`src/soc_pkg.sv`:
```
/*
 * soc_pkg
 * bus opcodes and the data, address and counter widths
 * shared by the peripheral subsystem
 */
package soc_pkg;

	// word-access bus, 32-bit architecture
	localparam int DATA_W = 32;

	// word address, byte offset bits dropped
	localparam int ADDR_W = 30;

	// bus opcode, held for a single cycle per access
	typedef enum logic [1:0] {
		PI1_NOP = 2'b00,
		PI1_WR  = 2'b01,
		PI1_RD  = 2'b10
	} pi1_op_e;

	// reset hold-off, short so that simulation stays quick
	localparam int RST_CNTR_W = 5;

	// activity dimming hold-off
	localparam int ACT_CNTR_W = 7;

endpackage

```
`src/devmap_pkg.sv`:
```
/*
 * devmap_pkg
 * slave indices, address map, device table contents
 * and software reset codes
 */
package devmap_pkg;

	typedef enum logic [1:0] {
		S_DEVTBL  = 2'd0,
		S_GPIO    = 2'd1,
		S_INVALID = 2'd2
	} slave_e;

	localparam int SLAVE_COUNT = 3;

	// offset into a slave, wide enough for the largest mapped slave
	localparam int OFFS_W = 4;

	// word bases and sizes
	localparam int DEVTBL_BASE   = 0;
	localparam int DEVTBL_MAPSZ  = 16;
	localparam int GPIO_BASE     = 16;
	localparam int GPIO_MAPSZ    = 4;
	localparam int INVALID_MAPSZ = 1024;

	// device table contents, indexed by slave_e
	localparam int unsigned DEV_ID [SLAVE_COUNT] = '{7, 6, 0};
	localparam int unsigned DEV_MAPSZ [SLAVE_COUNT] = '{DEVTBL_MAPSZ, GPIO_MAPSZ, INVALID_MAPSZ};
	localparam logic [SLAVE_COUNT-1:0] DEV_USEINTR = 3'b010;

	// device table register offsets
	localparam int DEVTBL_MAPSZ_OFFS   = 4;
	localparam int DEVTBL_USEINTR_OFFS = 8;
	localparam int DEVTBL_SWRST_OFFS   = 15;

	// bit 0 is the power-off request, bit 1 the restart request
	typedef enum logic [1:0] {
		RST_NONE   = 2'b00,
		RST_PWROFF = 2'b01,
		RST_WARM   = 2'b10,
		RST_COLD   = 2'b11
	} swrst_e;

	// gpio pins and register offsets
	localparam int GPIO_COUNT    = 8;
	localparam int GPIO_IN_OFFS  = 0;
	localparam int GPIO_OUT_OFFS = 1;

endpackage

```
`src/rst_sequencer.sv`:
```
/*
 * rst_sequencer
 * holds the subsystem in reset with a down-counter, restarts it on
 * a software warm or cold reset and latches a software power-off
 */
module rst_sequencer
	import soc_pkg::*;
	import devmap_pkg::*;
(
	input  logic   clk_2x_w,
	input  logic   rst_p,
	input  swrst_e swrst_i,
	output logic   sys_rst_o
);

	logic [RST_CNTR_W-1:0] rst_cntr_q;
	logic                  pwroff_q;
	logic                  restart_w;

	// cold acts as warm here, both simply restart the count
	assign restart_w = (swrst_i == RST_WARM) || (swrst_i == RST_COLD);

	always_ff @(posedge clk_2x_w) begin
		if (rst_p || restart_w) begin
			rst_cntr_q <= '1;
		end else if (rst_cntr_q != '0) begin
			rst_cntr_q <= rst_cntr_q - 1'b1;
		end
	end

	// power-off holds until the next external reset
	always_ff @(posedge clk_2x_w) begin
		if (rst_p) begin
			pwroff_q <= 1'b0;
		end else if (swrst_i == RST_PWROFF) begin
			pwroff_q <= 1'b1;
		end
	end

	assign sys_rst_o = pwroff_q || (rst_cntr_q != '0);

endmodule

```
`src/pi1_decoder.sv`:
```
/*
 * pi1_decoder
 * routes each bus access to one slave by address and returns its
 * response one cycle later; unmapped addresses read zero
 */
module pi1_decoder
	import soc_pkg::*;
	import devmap_pkg::*;
(
	input  logic              clk_2x_w,
	input  logic              sys_rst_i,
	input  pi1_op_e           m_op_i,
	input  logic [ADDR_W-1:0] m_addr_i,
	input  logic [DATA_W-1:0] m_data_i,
	output logic [DATA_W-1:0] m_data_o,
	output logic              m_rdy_o,
	output pi1_op_e           dev_op_o,
	output pi1_op_e           gpio_op_o,
	output logic [OFFS_W-1:0] s_addr_o,
	output logic [DATA_W-1:0] s_data_o,
	input  logic [DATA_W-1:0] dev_data_i,
	input  logic [DATA_W-1:0] gpio_data_i
);

	slave_e            sel_w;
	slave_e            sel_q;
	logic [ADDR_W-1:0] base_w;
	logic              rdy_q;

	// address compare against each slave window
	always_comb begin
		sel_w  = S_INVALID;
		base_w = '0;
		if (m_addr_i >= ADDR_W'(DEVTBL_BASE) &&
			m_addr_i < ADDR_W'(DEVTBL_BASE + DEVTBL_MAPSZ)) begin
			sel_w  = S_DEVTBL;
			base_w = ADDR_W'(DEVTBL_BASE);
		end else if (m_addr_i >= ADDR_W'(GPIO_BASE) &&
			m_addr_i < ADDR_W'(GPIO_BASE + GPIO_MAPSZ)) begin
			sel_w  = S_GPIO;
			base_w = ADDR_W'(GPIO_BASE);
		end
	end

	// only the selected slave sees the strobe
	assign dev_op_o  = (sel_w == S_DEVTBL) ? m_op_i : PI1_NOP;
	assign gpio_op_o = (sel_w == S_GPIO) ? m_op_i : PI1_NOP;
	assign s_addr_o  = OFFS_W'(m_addr_i - base_w);
	assign s_data_o  = m_data_i;

	always_ff @(posedge clk_2x_w) begin
		if (sys_rst_i) begin
			rdy_q <= 1'b0;
			sel_q <= S_INVALID;
		end else begin
			rdy_q <= (m_op_i != PI1_NOP);
			sel_q <= sel_w;
		end
	end

	// invalid device answers zero
	always_comb begin
		case (sel_q)
			S_DEVTBL: m_data_o = dev_data_i;
			S_GPIO:   m_data_o = gpio_data_i;
			default:  m_data_o = '0;
		endcase
	end

	assign m_rdy_o = rdy_q;

endmodule

```
`src/devtbl.sv`:
```
/*
 * devtbl
 * read-only device table of ids, map sizes and interrupt use,
 * plus the software reset control register
 */
module devtbl
	import soc_pkg::*;
	import devmap_pkg::*;
(
	input  logic              clk_2x_w,
	input  logic              sys_rst_i,
	input  pi1_op_e           op_i,
	input  logic [OFFS_W-1:0] addr_i,
	input  logic [DATA_W-1:0] data_i,
	output logic [DATA_W-1:0] data_o,
	output swrst_e            swrst_o
);

	logic [DATA_W-1:0] rd_w;
	logic [DATA_W-1:0] data_q;
	swrst_e            swrst_q;

	// table lookup, low two offset bits pick the slave
	always_comb begin
		rd_w = '0;
		if (addr_i < OFFS_W'(SLAVE_COUNT)) begin
			rd_w = DATA_W'(DEV_ID[addr_i[1:0]]);
		end else if (addr_i >= OFFS_W'(DEVTBL_MAPSZ_OFFS) &&
			addr_i < OFFS_W'(DEVTBL_MAPSZ_OFFS + SLAVE_COUNT)) begin
			rd_w = DATA_W'(DEV_MAPSZ[addr_i[1:0]]);
		end else if (addr_i == OFFS_W'(DEVTBL_USEINTR_OFFS)) begin
			rd_w = DATA_W'(DEV_USEINTR);
		end else if (addr_i == OFFS_W'(DEVTBL_SWRST_OFFS)) begin
			rd_w = DATA_W'(swrst_q);
		end
	end

	// read data one cycle after the strobe, zero otherwise
	always_ff @(posedge clk_2x_w) begin
		if (op_i == PI1_RD) begin
			data_q <= rd_w;
		end else begin
			data_q <= '0;
		end
	end

	// software reset request, cleared once the reset takes hold
	always_ff @(posedge clk_2x_w) begin
		if (sys_rst_i) begin
			swrst_q <= RST_NONE;
		end else if (op_i == PI1_WR && addr_i == OFFS_W'(DEVTBL_SWRST_OFFS)) begin
			swrst_q <= swrst_e'(data_i[1:0]);
		end
	end

	assign data_o  = data_q;
	assign swrst_o = swrst_q;

endmodule

```
`src/gpio_port.sv`:
```
/*
 * gpio_port
 * synchronized input pins and an output register on the bus,
 * pin 0 is input only
 */
module gpio_port
	import soc_pkg::*;
	import devmap_pkg::*;
(
	input  logic                  clk_2x_w,
	input  logic                  sys_rst_i,
	input  pi1_op_e               op_i,
	input  logic [OFFS_W-1:0]     addr_i,
	input  logic [DATA_W-1:0]     data_i,
	output logic [DATA_W-1:0]     data_o,
	input  logic [GPIO_COUNT-1:0] gp_i,
	output logic [GPIO_COUNT-1:1] gp_o_o
);

	logic [GPIO_COUNT-1:0] sync1_q;
	logic [GPIO_COUNT-1:0] sync2_q;
	logic [GPIO_COUNT-1:1] out_q;
	logic [DATA_W-1:0]     data_q;

	// two-flop synchronizer on the pins
	always_ff @(posedge clk_2x_w) begin
		sync1_q <= gp_i;
		sync2_q <= sync1_q;
	end

	always_ff @(posedge clk_2x_w) begin
		if (sys_rst_i) begin
			out_q <= '0;
		end else if (op_i == PI1_WR && addr_i == OFFS_W'(GPIO_OUT_OFFS)) begin
			out_q <= data_i[GPIO_COUNT-1:1];
		end
	end

	always_ff @(posedge clk_2x_w) begin
		data_q <= '0;
		if (op_i == PI1_RD && addr_i == OFFS_W'(GPIO_IN_OFFS)) begin
			data_q <= DATA_W'(sync2_q);
		end else if (op_i == PI1_RD && addr_i == OFFS_W'(GPIO_OUT_OFFS)) begin
			data_q <= DATA_W'({out_q, 1'b0});
		end
	end

	assign data_o = data_q;
	assign gp_o_o = out_q;

endmodule

```
`src/activity_led.sv`:
```
/*
 * activity_led
 * one-cycle activity pulse per request, dimmed by a hold-off counter
 */
module activity_led
	import soc_pkg::*;
(
	input  logic clk_2x_w,
	input  logic sys_rst_i,
	input  logic req_i,
	output logic activity_o
);

	logic [ACT_CNTR_W-1:0] cntr_q;
	logic                  act_q;

	// requests arriving during the hold-off are dropped
	always_ff @(posedge clk_2x_w) begin
		if (sys_rst_i) begin
			cntr_q <= '0;
			act_q  <= 1'b0;
		end else if (cntr_q != '0) begin
			cntr_q <= cntr_q - 1'b1;
			act_q  <= 1'b0;
		end else begin
			cntr_q <= req_i ? '1 : '0;
			act_q  <= req_i;
		end
	end

	assign activity_o = act_q;

endmodule

```
`src/soc_top.sv`:
```
/*
 * soc_top
 * peripheral bus subsystem: reset sequencer, address decoder,
 * device table, gpio port and activity indicator
 */
module soc_top
	import soc_pkg::*;
	import devmap_pkg::*;
(
	input  logic                  clk_2x_w,
	input  logic                  rst_p,
	input  pi1_op_e               m_op_i,
	input  logic [ADDR_W-1:0]     m_addr_i,
	input  logic [DATA_W-1:0]     m_data_i,
	output logic [DATA_W-1:0]     m_data_o,
	output logic                  m_rdy_o,
	input  logic [GPIO_COUNT-1:0] gp_i,
	output logic [GPIO_COUNT-1:1] gp_o_o,
	output logic                  sys_rst_o,
	output logic                  activity_o
);

	pi1_op_e           dev_op_w;
	pi1_op_e           gpio_op_w;
	logic [OFFS_W-1:0] s_addr_w;
	logic [DATA_W-1:0] s_data_w;
	logic [DATA_W-1:0] dev_data_w;
	logic [DATA_W-1:0] gpio_data_w;
	swrst_e            swrst_w;

	rst_sequencer u_rst_sequencer (
		.clk_2x_w  (clk_2x_w),
		.rst_p     (rst_p),
		.swrst_i   (swrst_w),
		.sys_rst_o (sys_rst_o)
	);

	pi1_decoder u_pi1_decoder (
		.clk_2x_w    (clk_2x_w),
		.sys_rst_i   (sys_rst_o),
		.m_op_i      (m_op_i),
		.m_addr_i    (m_addr_i),
		.m_data_i    (m_data_i),
		.m_data_o    (m_data_o),
		.m_rdy_o     (m_rdy_o),
		.dev_op_o    (dev_op_w),
		.gpio_op_o   (gpio_op_w),
		.s_addr_o    (s_addr_w),
		.s_data_o    (s_data_w),
		.dev_data_i  (dev_data_w),
		.gpio_data_i (gpio_data_w)
	);

	devtbl u_devtbl (
		.clk_2x_w  (clk_2x_w),
		.sys_rst_i (sys_rst_o),
		.op_i      (dev_op_w),
		.addr_i    (s_addr_w),
		.data_i    (s_data_w),
		.data_o    (dev_data_w),
		.swrst_o   (swrst_w)
	);

	gpio_port u_gpio_port (
		.clk_2x_w  (clk_2x_w),
		.sys_rst_i (sys_rst_o),
		.op_i      (gpio_op_w),
		.addr_i    (s_addr_w),
		.data_i    (s_data_w),
		.data_o    (gpio_data_w),
		.gp_i      (gp_i),
		.gp_o_o    (gp_o_o)
	);

	// any bus access counts as activity
	activity_led u_activity_led (
		.clk_2x_w   (clk_2x_w),
		.sys_rst_i  (sys_rst_o),
		.req_i      (m_op_i != PI1_NOP),
		.activity_o (activity_o)
	);

endmodule

```
`config.mk`:
```
export PLATFORM = sky130hd
export DESIGN_NAME = soc_top
export DESIGN_NICKNAME = d
export VERILOG_FILES = /design/src/soc_pkg.sv /design/src/devmap_pkg.sv /design/src/rst_sequencer.sv /design/src/pi1_decoder.sv /design/src/devtbl.sv /design/src/gpio_port.sv /design/src/activity_led.sv /design/src/soc_top.sv
export SDC_FILE = /design/constraint.sdc
export NUM_CORES = 1
export LEC_CHECK = 0
export BUFFER_PORTS_ARGS = -buffer_cell sky130_fd_sc_hd__buf_4
export CORE_ASPECT_RATIO = 0.75
export CORE_UTILIZATION = 35
export CTS_BUF_LIST = sky130_fd_sc_hd__clkbuf_8 sky130_fd_sc_hd__clkbuf_16
export DETAILED_ROUTE_END_ITERATION = 6
export PLACE_DENSITY = 0.68
export SLEW_MARGIN = 10
export SYNTH_ARGS = -nofsm -noshare
export SYNTH_HDL_FRONTEND = slang
export SYNTH_SLANG_ARGS = --single-unit
```
`constraint.sdc`:
```
create_clock -name clk_2x_w -period 1.93 [get_ports clk_2x_w]
set_input_delay 0.193 -clock clk_2x_w [delete_from_list [all_inputs] [get_ports clk_2x_w]]
set_output_delay 0.193 -clock clk_2x_w [all_outputs]
set_load 0.03 [all_outputs]
```
==> impl_results.md, run 1 <==
- Status: finished, final reports clean
- EDFF count, synth: 0
- CTS tree: yes
- Htree depth: 2
- Later-pin clock latency in the skew report: 0.31 ns
- Routed WL: 4.60 mm
- Rows: 24
- Synth top area share: 49.2%
- Most frequent cells after synthesis: dfxtp_1 (55), nand2_1 (30), buf_4 (23), nor2_1 (23), mux2i_1 (13)
- First-pass GRT wire length: 7.67 mm
- Drt first-iter violations: 53
- Reg2reg setup slack: 0.15 ns
- Number of antenna violations at the first check in global routing: 0
- Full die area: 6720 sq um
- Die Wd: 94.3 microns
- Ys async rst share: 0%
- Synth unique cells: 38
- Hold slack: 0.0408 ns
- Static Leak: 1.36 nW
- Vias: 1,729
- Worst-case clock skew: 0.00757 ns
- Critical path's largest stage delay: 0.48 ns
- Yosys warns: 0
- WS Path Type: register to output port
- Fmax: 554 MHz
- Initial Util: 37.4%
- Drt wl/cell: 11.6 microns
- Cells along the critical path: inv_2 -> ha_4 -> or4b_4 -> nor2_4 -> inv_2 -> buf_6
- Vias per std cell: 4.36
- CP Data Arrival Time: 1.61 ns
- Crit path buf inv count: 3
- Buffers on Ports: 68
- Crit share post-route: 93.5%
- RSZ-0062 raised after global routing: false
- Cell area after synthesis: 2240 sq um
- Multi-input logic area: 991 sq um
- Syn Inst Count: 235
- Total power: 2.13 mW
- Vias in the first global route: 1,702
- Min-delay worst type: primary input to register
- Family with the most delay on the worst path: simple AND/OR/NAND/NOR gates
- Cell taking the most area after synthesis: dfxtp_1
- Pwr Density: 709 nW/um^2
- Routed Antenna Nets: 0
- Sink Count: 55
- Slew Limit Fails: 0
- Slowest CP cell: or4b_4
- Nets: 395
- Setup TNS: 0 ns
- Global placement routability congestion: 0.786
- Syn-to-layout area delta: 34.4%
- Gr ovfl total: 0
- Number of diodes: 0
- Layout Cells excl Fill: 397
- Worst-path clk slew: 0.09 ns
- DP Cell Count: 378
- Final setup fails: 0
- CP Launch Type: register
- CTS Buf Count: 5
- Cell mode on critical path: inv_2
- Core Footprint: 5980 sq um
- Die H: 71.2 microns
- Most common cell in the netlist: dfxtp_1
- Max VDD drop: 0.000402 V
- GRT Total Usage: 14.9%
- DR DRC count: 0
- Final core occ: 50.3%
- CP Data Required Time: 1.74 ns
- Maximum fanout along the worst path: 3
- Synthesized area per cell: 9.51 sq um
- Largest net degree at the start of global routing: 21
- Fraction of final layout cells sized beyond drive strength 1: 33.9%
- Sequential area share after synthesis: 49.2%
- Min Tclk post-route: 1.81 ns
- FILL cells: 542
- CTS Buffer Depth: 2
- DP HPWL: 3.52 mm
- Synth Flop Type: dfxtp_1
- Synth area leaders: dfxtp_1 (49%), buf_4 (7.7%), mux2i_1 (5.8%), nand2_1 (5.0%), nor2_1 (3.9%)
- Root Buffer: clkbuf_8
- Drt pass-1 iters: 4
- Register Area: 1100 sq um
- Max Cap Viol: 0
- CP endpoint kind: output port
- Final Hold Fails: 0
- #FFs+latches synth: 55
- I/O pin count: 116
-- logic make-up after synthesis --
logic type	after synthesis	synth area share [%]
mux	13	5.82
buf+inv	40	11.0
xor+xnor	8	3.13
fa+ha+maj	3	1.68
other cells	1	0.168
simple gates	93	21.8
compound gates	22	7.11
flops	55	49.2
-- cells in the final DEF, fill, tap and decap left out, types with 2 or more instances in the layout --
master,netlist,routed
nand2_1,30,29
nor3b_1,2,2
nand4_1,2,2
mux2i_1,13,13
xor2_1,3,3
nand2b_1,2,2
dlygate4sd3_1,0,8
o21ai_2,7,7
ha_1,3,2
a22oi_1,8,8
clkbuf_8,0,5
and2_1,4,4
conb_1,1,23
nor2_1,23,23
inv_2,2,4
buf_4,23,77
inv_1,6,4
xnor2_1,5,5
o21ai_0,4,4
nor2b_1,3,3
dfxtp_2,0,2
dfxtp_1,55,53
nor3_1,7,7
nor4_1,8,8
a21oi_1,2,2
-- final timing paths --
check | start | endpoint | cells after the start
setup reg to reg | u_rst_sequencer.rst_cntr_q[0] | u_activity_led.cntr_q[1] | 7
setup / recovery | u_rst_sequencer.rst_cntr_q[0] | sys_rst_o | 6
hold / removal | rst_p | u_rst_sequencer.pwroff_q | 2
hold reg to reg | u_gpio_port.sync1_q[5] | u_gpio_port.sync2_q[5] | 0
-- layer usage --
layer	global-route usage, %	part of all wire, %
met5	0	0
met4	5.98	1.7
met3	3.61	4.1
met2	24.2	48
met1	19.0	46
-- area by class of cell --
type / instances / area share, %
Sequential cell: 55 / 36.7
Timing Repair Buffer: 86 / 22.3
Tap cell: 78 / 3.25
Clock inverter: 3 / 1.46
Multi-Input combinational cell: 162 / 33.0
Clock buffer: 5 / 2.29
Inverter: 8 / 1.00
-- stage by stage --
step	setup slack [ns]	area (sq um)
after detailed placement	-0.0254	2760
after global routing	0.0350	3000
after CTS	0.00633	3000
after floorplan	0.0333	2320
after global placement	0.0138	2760
final	0.125	3000
-- power by group --
part	leakage, nW	internal (mW)	switching [mW]
registers	0.449	1.16	0.0109
logic	0.855	0.100	0.110
clock network	0.0581	0.386	0.366
total	1.36	1.64	0.487
-- state kept, by name, indices dropped and copies added (netlist names) --
| name | flops |
|---|---|
| u_activity_led.cntr_q | 7 |
| u_pi1_decoder.sel_q | 2 |
| u_rst_sequencer.rst_cntr_q | 5 |
| u_devtbl.swrst_o | 2 |
| u_devtbl.data_o | 5 |
| u_gpio_port.gp_o_o | 7 |
| u_activity_led.activity_o | 1 |
| u_gpio_port.data_o | 8 |
| u_gpio_port.sync2_q | 8 |
| u_pi1_decoder.m_rdy_o | 1 |
| u_gpio_port.sync1_q | 8 |
| u_rst_sequencer.pwroff_q | 1 |
-- what timing repair did --
action                     in CTS  in global routing
hold endpoints to repair        8                  0
setup endpoints to repair       8                  9
hold buffers                    8                  0
pin swaps                       2                  2
resized for setup               9                  1
setup buffers                   3                  1
Power figures use the tool's default switching activity.
==> run 2, diff against run 1 <==
--- a/config.mk
+++ b/config.mk
@@ -10,8 +10,9 @@
 export CORE_UTILIZATION = 35
 export CTS_BUF_LIST = sky130_fd_sc_hd__clkbuf_8 sky130_fd_sc_hd__clkbuf_16
 export DETAILED_ROUTE_END_ITERATION = 6
-export PLACE_DENSITY = 0.68
+export PLACE_DENSITY = 0.63
 export SLEW_MARGIN = 10
 export SYNTH_ARGS = -nofsm -noshare
 export SYNTH_HDL_FRONTEND = slang
+export SYNTH_HIERARCHICAL = 1
 export SYNTH_SLANG_ARGS = --single-unit
==> impl_results.md, run 2 <==
- Status: finished, final reports clean
- Syn Inst Count: 328 (+40%)
- Htree depth: 2 (unchanged)
- Vias in the first global route: 1,899 (+12%)
- Fmax: 534 MHz (-3.5%)
- Largest net degree at the start of global routing: 24 (+14%)
- Drt wl/cell: 11.2 microns (-3.0%)
- Initial Util: 36.0% (-1.4 points)
- Gr ovfl total: 0 (unchanged)
- Hold path cells: 1 (-1)
- Total power: 2.20 mW (+3.1%)
- Rows: 29 (+21%)
- R2r worst-path depth: 7 (unchanged)
- CTS tree: yes
- First-pass GRT wire length: 8.78 mm (+14%)
- Min-delay worst type: primary input to register
- Core Footprint: 8420 sq um (+41%)
- Crit share post-route: 97.0% (+3.4 points)
- Synthesized area per cell: 9.25 sq um (-2.8%)
- Die H: 82.6 microns (+16%)
- CP Launch Type: register
- FILL cells: 846 (+56%)
- Max VDD drop: 0.000396 V (-1.5%)
- Yosys warns: 6 (+6)
- I/O pin count: 116 (unchanged)
- Slew Limit Fails: 0 (unchanged)
- Global placement routability congestion: 0.795 (+1.1%)
- Commonest cells after routing, fill and taps aside: buf_4 (82), dfxtp_1 (54), conb_1 (51)
- CP endpoint kind: output port
- Sink Count: 55 (unchanged)
- Syn-to-layout area delta: 22.4%
- Buffers on Ports: 68 (unchanged)
- Hold slack: 0.00788 ns (-0.0329 ns)
- Pwr Density: 592 nW/um^2 (-17%)
- Final Hold Fails: 0 (unchanged)
- CP Data Required Time: 1.74 ns (about the same)
- Later-pin clock latency in the skew report: 0.28 ns (-0.03 ns)
- Final setup fails: 0 (unchanged)
- Number of diodes: 0 (unchanged)
- Drt first-iter violations: 54 (+1.9%)
- Worst-case clock skew: 0.00255 ns (-0.00502 ns)
- CTS Buffer Depth: 2 (unchanged)
- Static Leak: 1.51 nW (+11%)
- Full die area: 9050 sq um (+35%)
- Commonest non-fill, non-tap cell in the layout: buf_4
- Die Wd: 109 microns (+16%)
- Number of antenna violations at the first check in global routing: 0 (unchanged)
- Root Buffer: clkbuf_16
- Maximum fanout along the worst path: 23 (+20)
- Routed WL: 5.71 mm (+24%)
- Cell area after synthesis: 3030 sq um (+36%)
- Slew @ Worst Pin: 0.665 ns
- Drt pass-1 iters: 4 (unchanged)
- Setup TNS: 0 ns (unchanged)
- Vias per std cell: 4.30 (-1.3%)
- WS Path Type: register to output port
- Min Tclk post-route: 1.87 ns (+0.0663 ns)
- Vias: 2,183 (+26%)
- Slew headroom: 55.3%
- Routed Antenna Nets: 0 (unchanged)
- DR DRC count: 0 (unchanged)
- Nets: 477 (+21%)
- DP HPWL: 4.42 mm (+25%)
- GRT Total Usage: 12.5% (-2.4 points)
- Fraction of final layout cells sized beyond drive strength 1: 27.8% (-6.1 points)
- Worst-path clk slew: 0.07 ns (-0.02 ns)
- Max Cap Viol: 0 (unchanged)
- CTS Buf Count: 5 (unchanged)
- Reg2reg setup slack: 0.08 ns (-0.07 ns)
- CP Data Arrival Time: 1.68 ns (+0.07 ns)
## run 2: final timing paths
kind                            endpoint                     startpoint
hold / removal    u_gpio_port/sync1_q[7]                        gp_i[7]
setup / recovery               sys_rst_o  u_rst_sequencer/rst_cntr_q[1]
setup reg to reg  u_pi1_decoder/sel_q[1]  u_rst_sequencer/rst_cntr_q[1]
hold reg to reg   u_gpio_port/sync2_q[2]         u_gpio_port/sync1_q[2]
## run 2: repair_timing
| action | in CTS | in global routing |
|---|---|---|
| hold buffers | 0 | 5 |
| gates resized for setup | 2 | 3 |
| setup buffers | 1 | 1 |
| hold endpoints to repair | 0 | 5 |
| endpoints found under the setup margin | 1 | 3 |
| pin swaps | 1 | 0 |
## run 2: metal layers
layer / routed length [microns] / track usage, %
met3: 250 / 2.67
met1: 2730 / 15.3
met5: 0 / 0
met2: 2700 / 22.3
met4: 34 / 3.33
## run 2: where the power goes
part / internal (mW) / switching, mW
combinational: 0.105 / 0.0722
clock: 0.474 / 0.380
sequential: 1.16 / 0.00921
## run 2: metrics by stage
step / setup slack, ns / std cells / area (sq um) / utilization (%)
3_3_place_gp: -0.0918 / 493 / 3490 / 41.4
3_5_place_dp: -0.114 / 493 / 3490 / 41.4
5_1_grt: -0.000982 / 508 / 3710 / 44.1
2_1_floorplan: -0.0478 / 377 / 3230 / -
6_report: 0.0586 / 508 / 3710 / 44.1
4_1_cts: 0.00437 / 502 / 3640 / 43.2
## run 2: worst max-delay path, stage by stage (launching register included)
cell,delay (ns)
dfxtp_1,0.32
inv_2,0.09
ha_4,0.15
nor4b_4,0.19
or2b_4,0.32
buf_12,0.15
buf_4,0.17
## run 2: area by class of cell
type                            instances  area (sq um)  area share (%)
Clock inverter                          3          16.3           0.438
Clock buffer                            5           125            3.37
Tap cell                              108           135            3.64
Multi-Input combinational cell        241          1600            43.2
Inverter                                7          26.3           0.708
Timing Repair Buffer                   89           706            19.0
Sequential cell                        55          1100            29.7
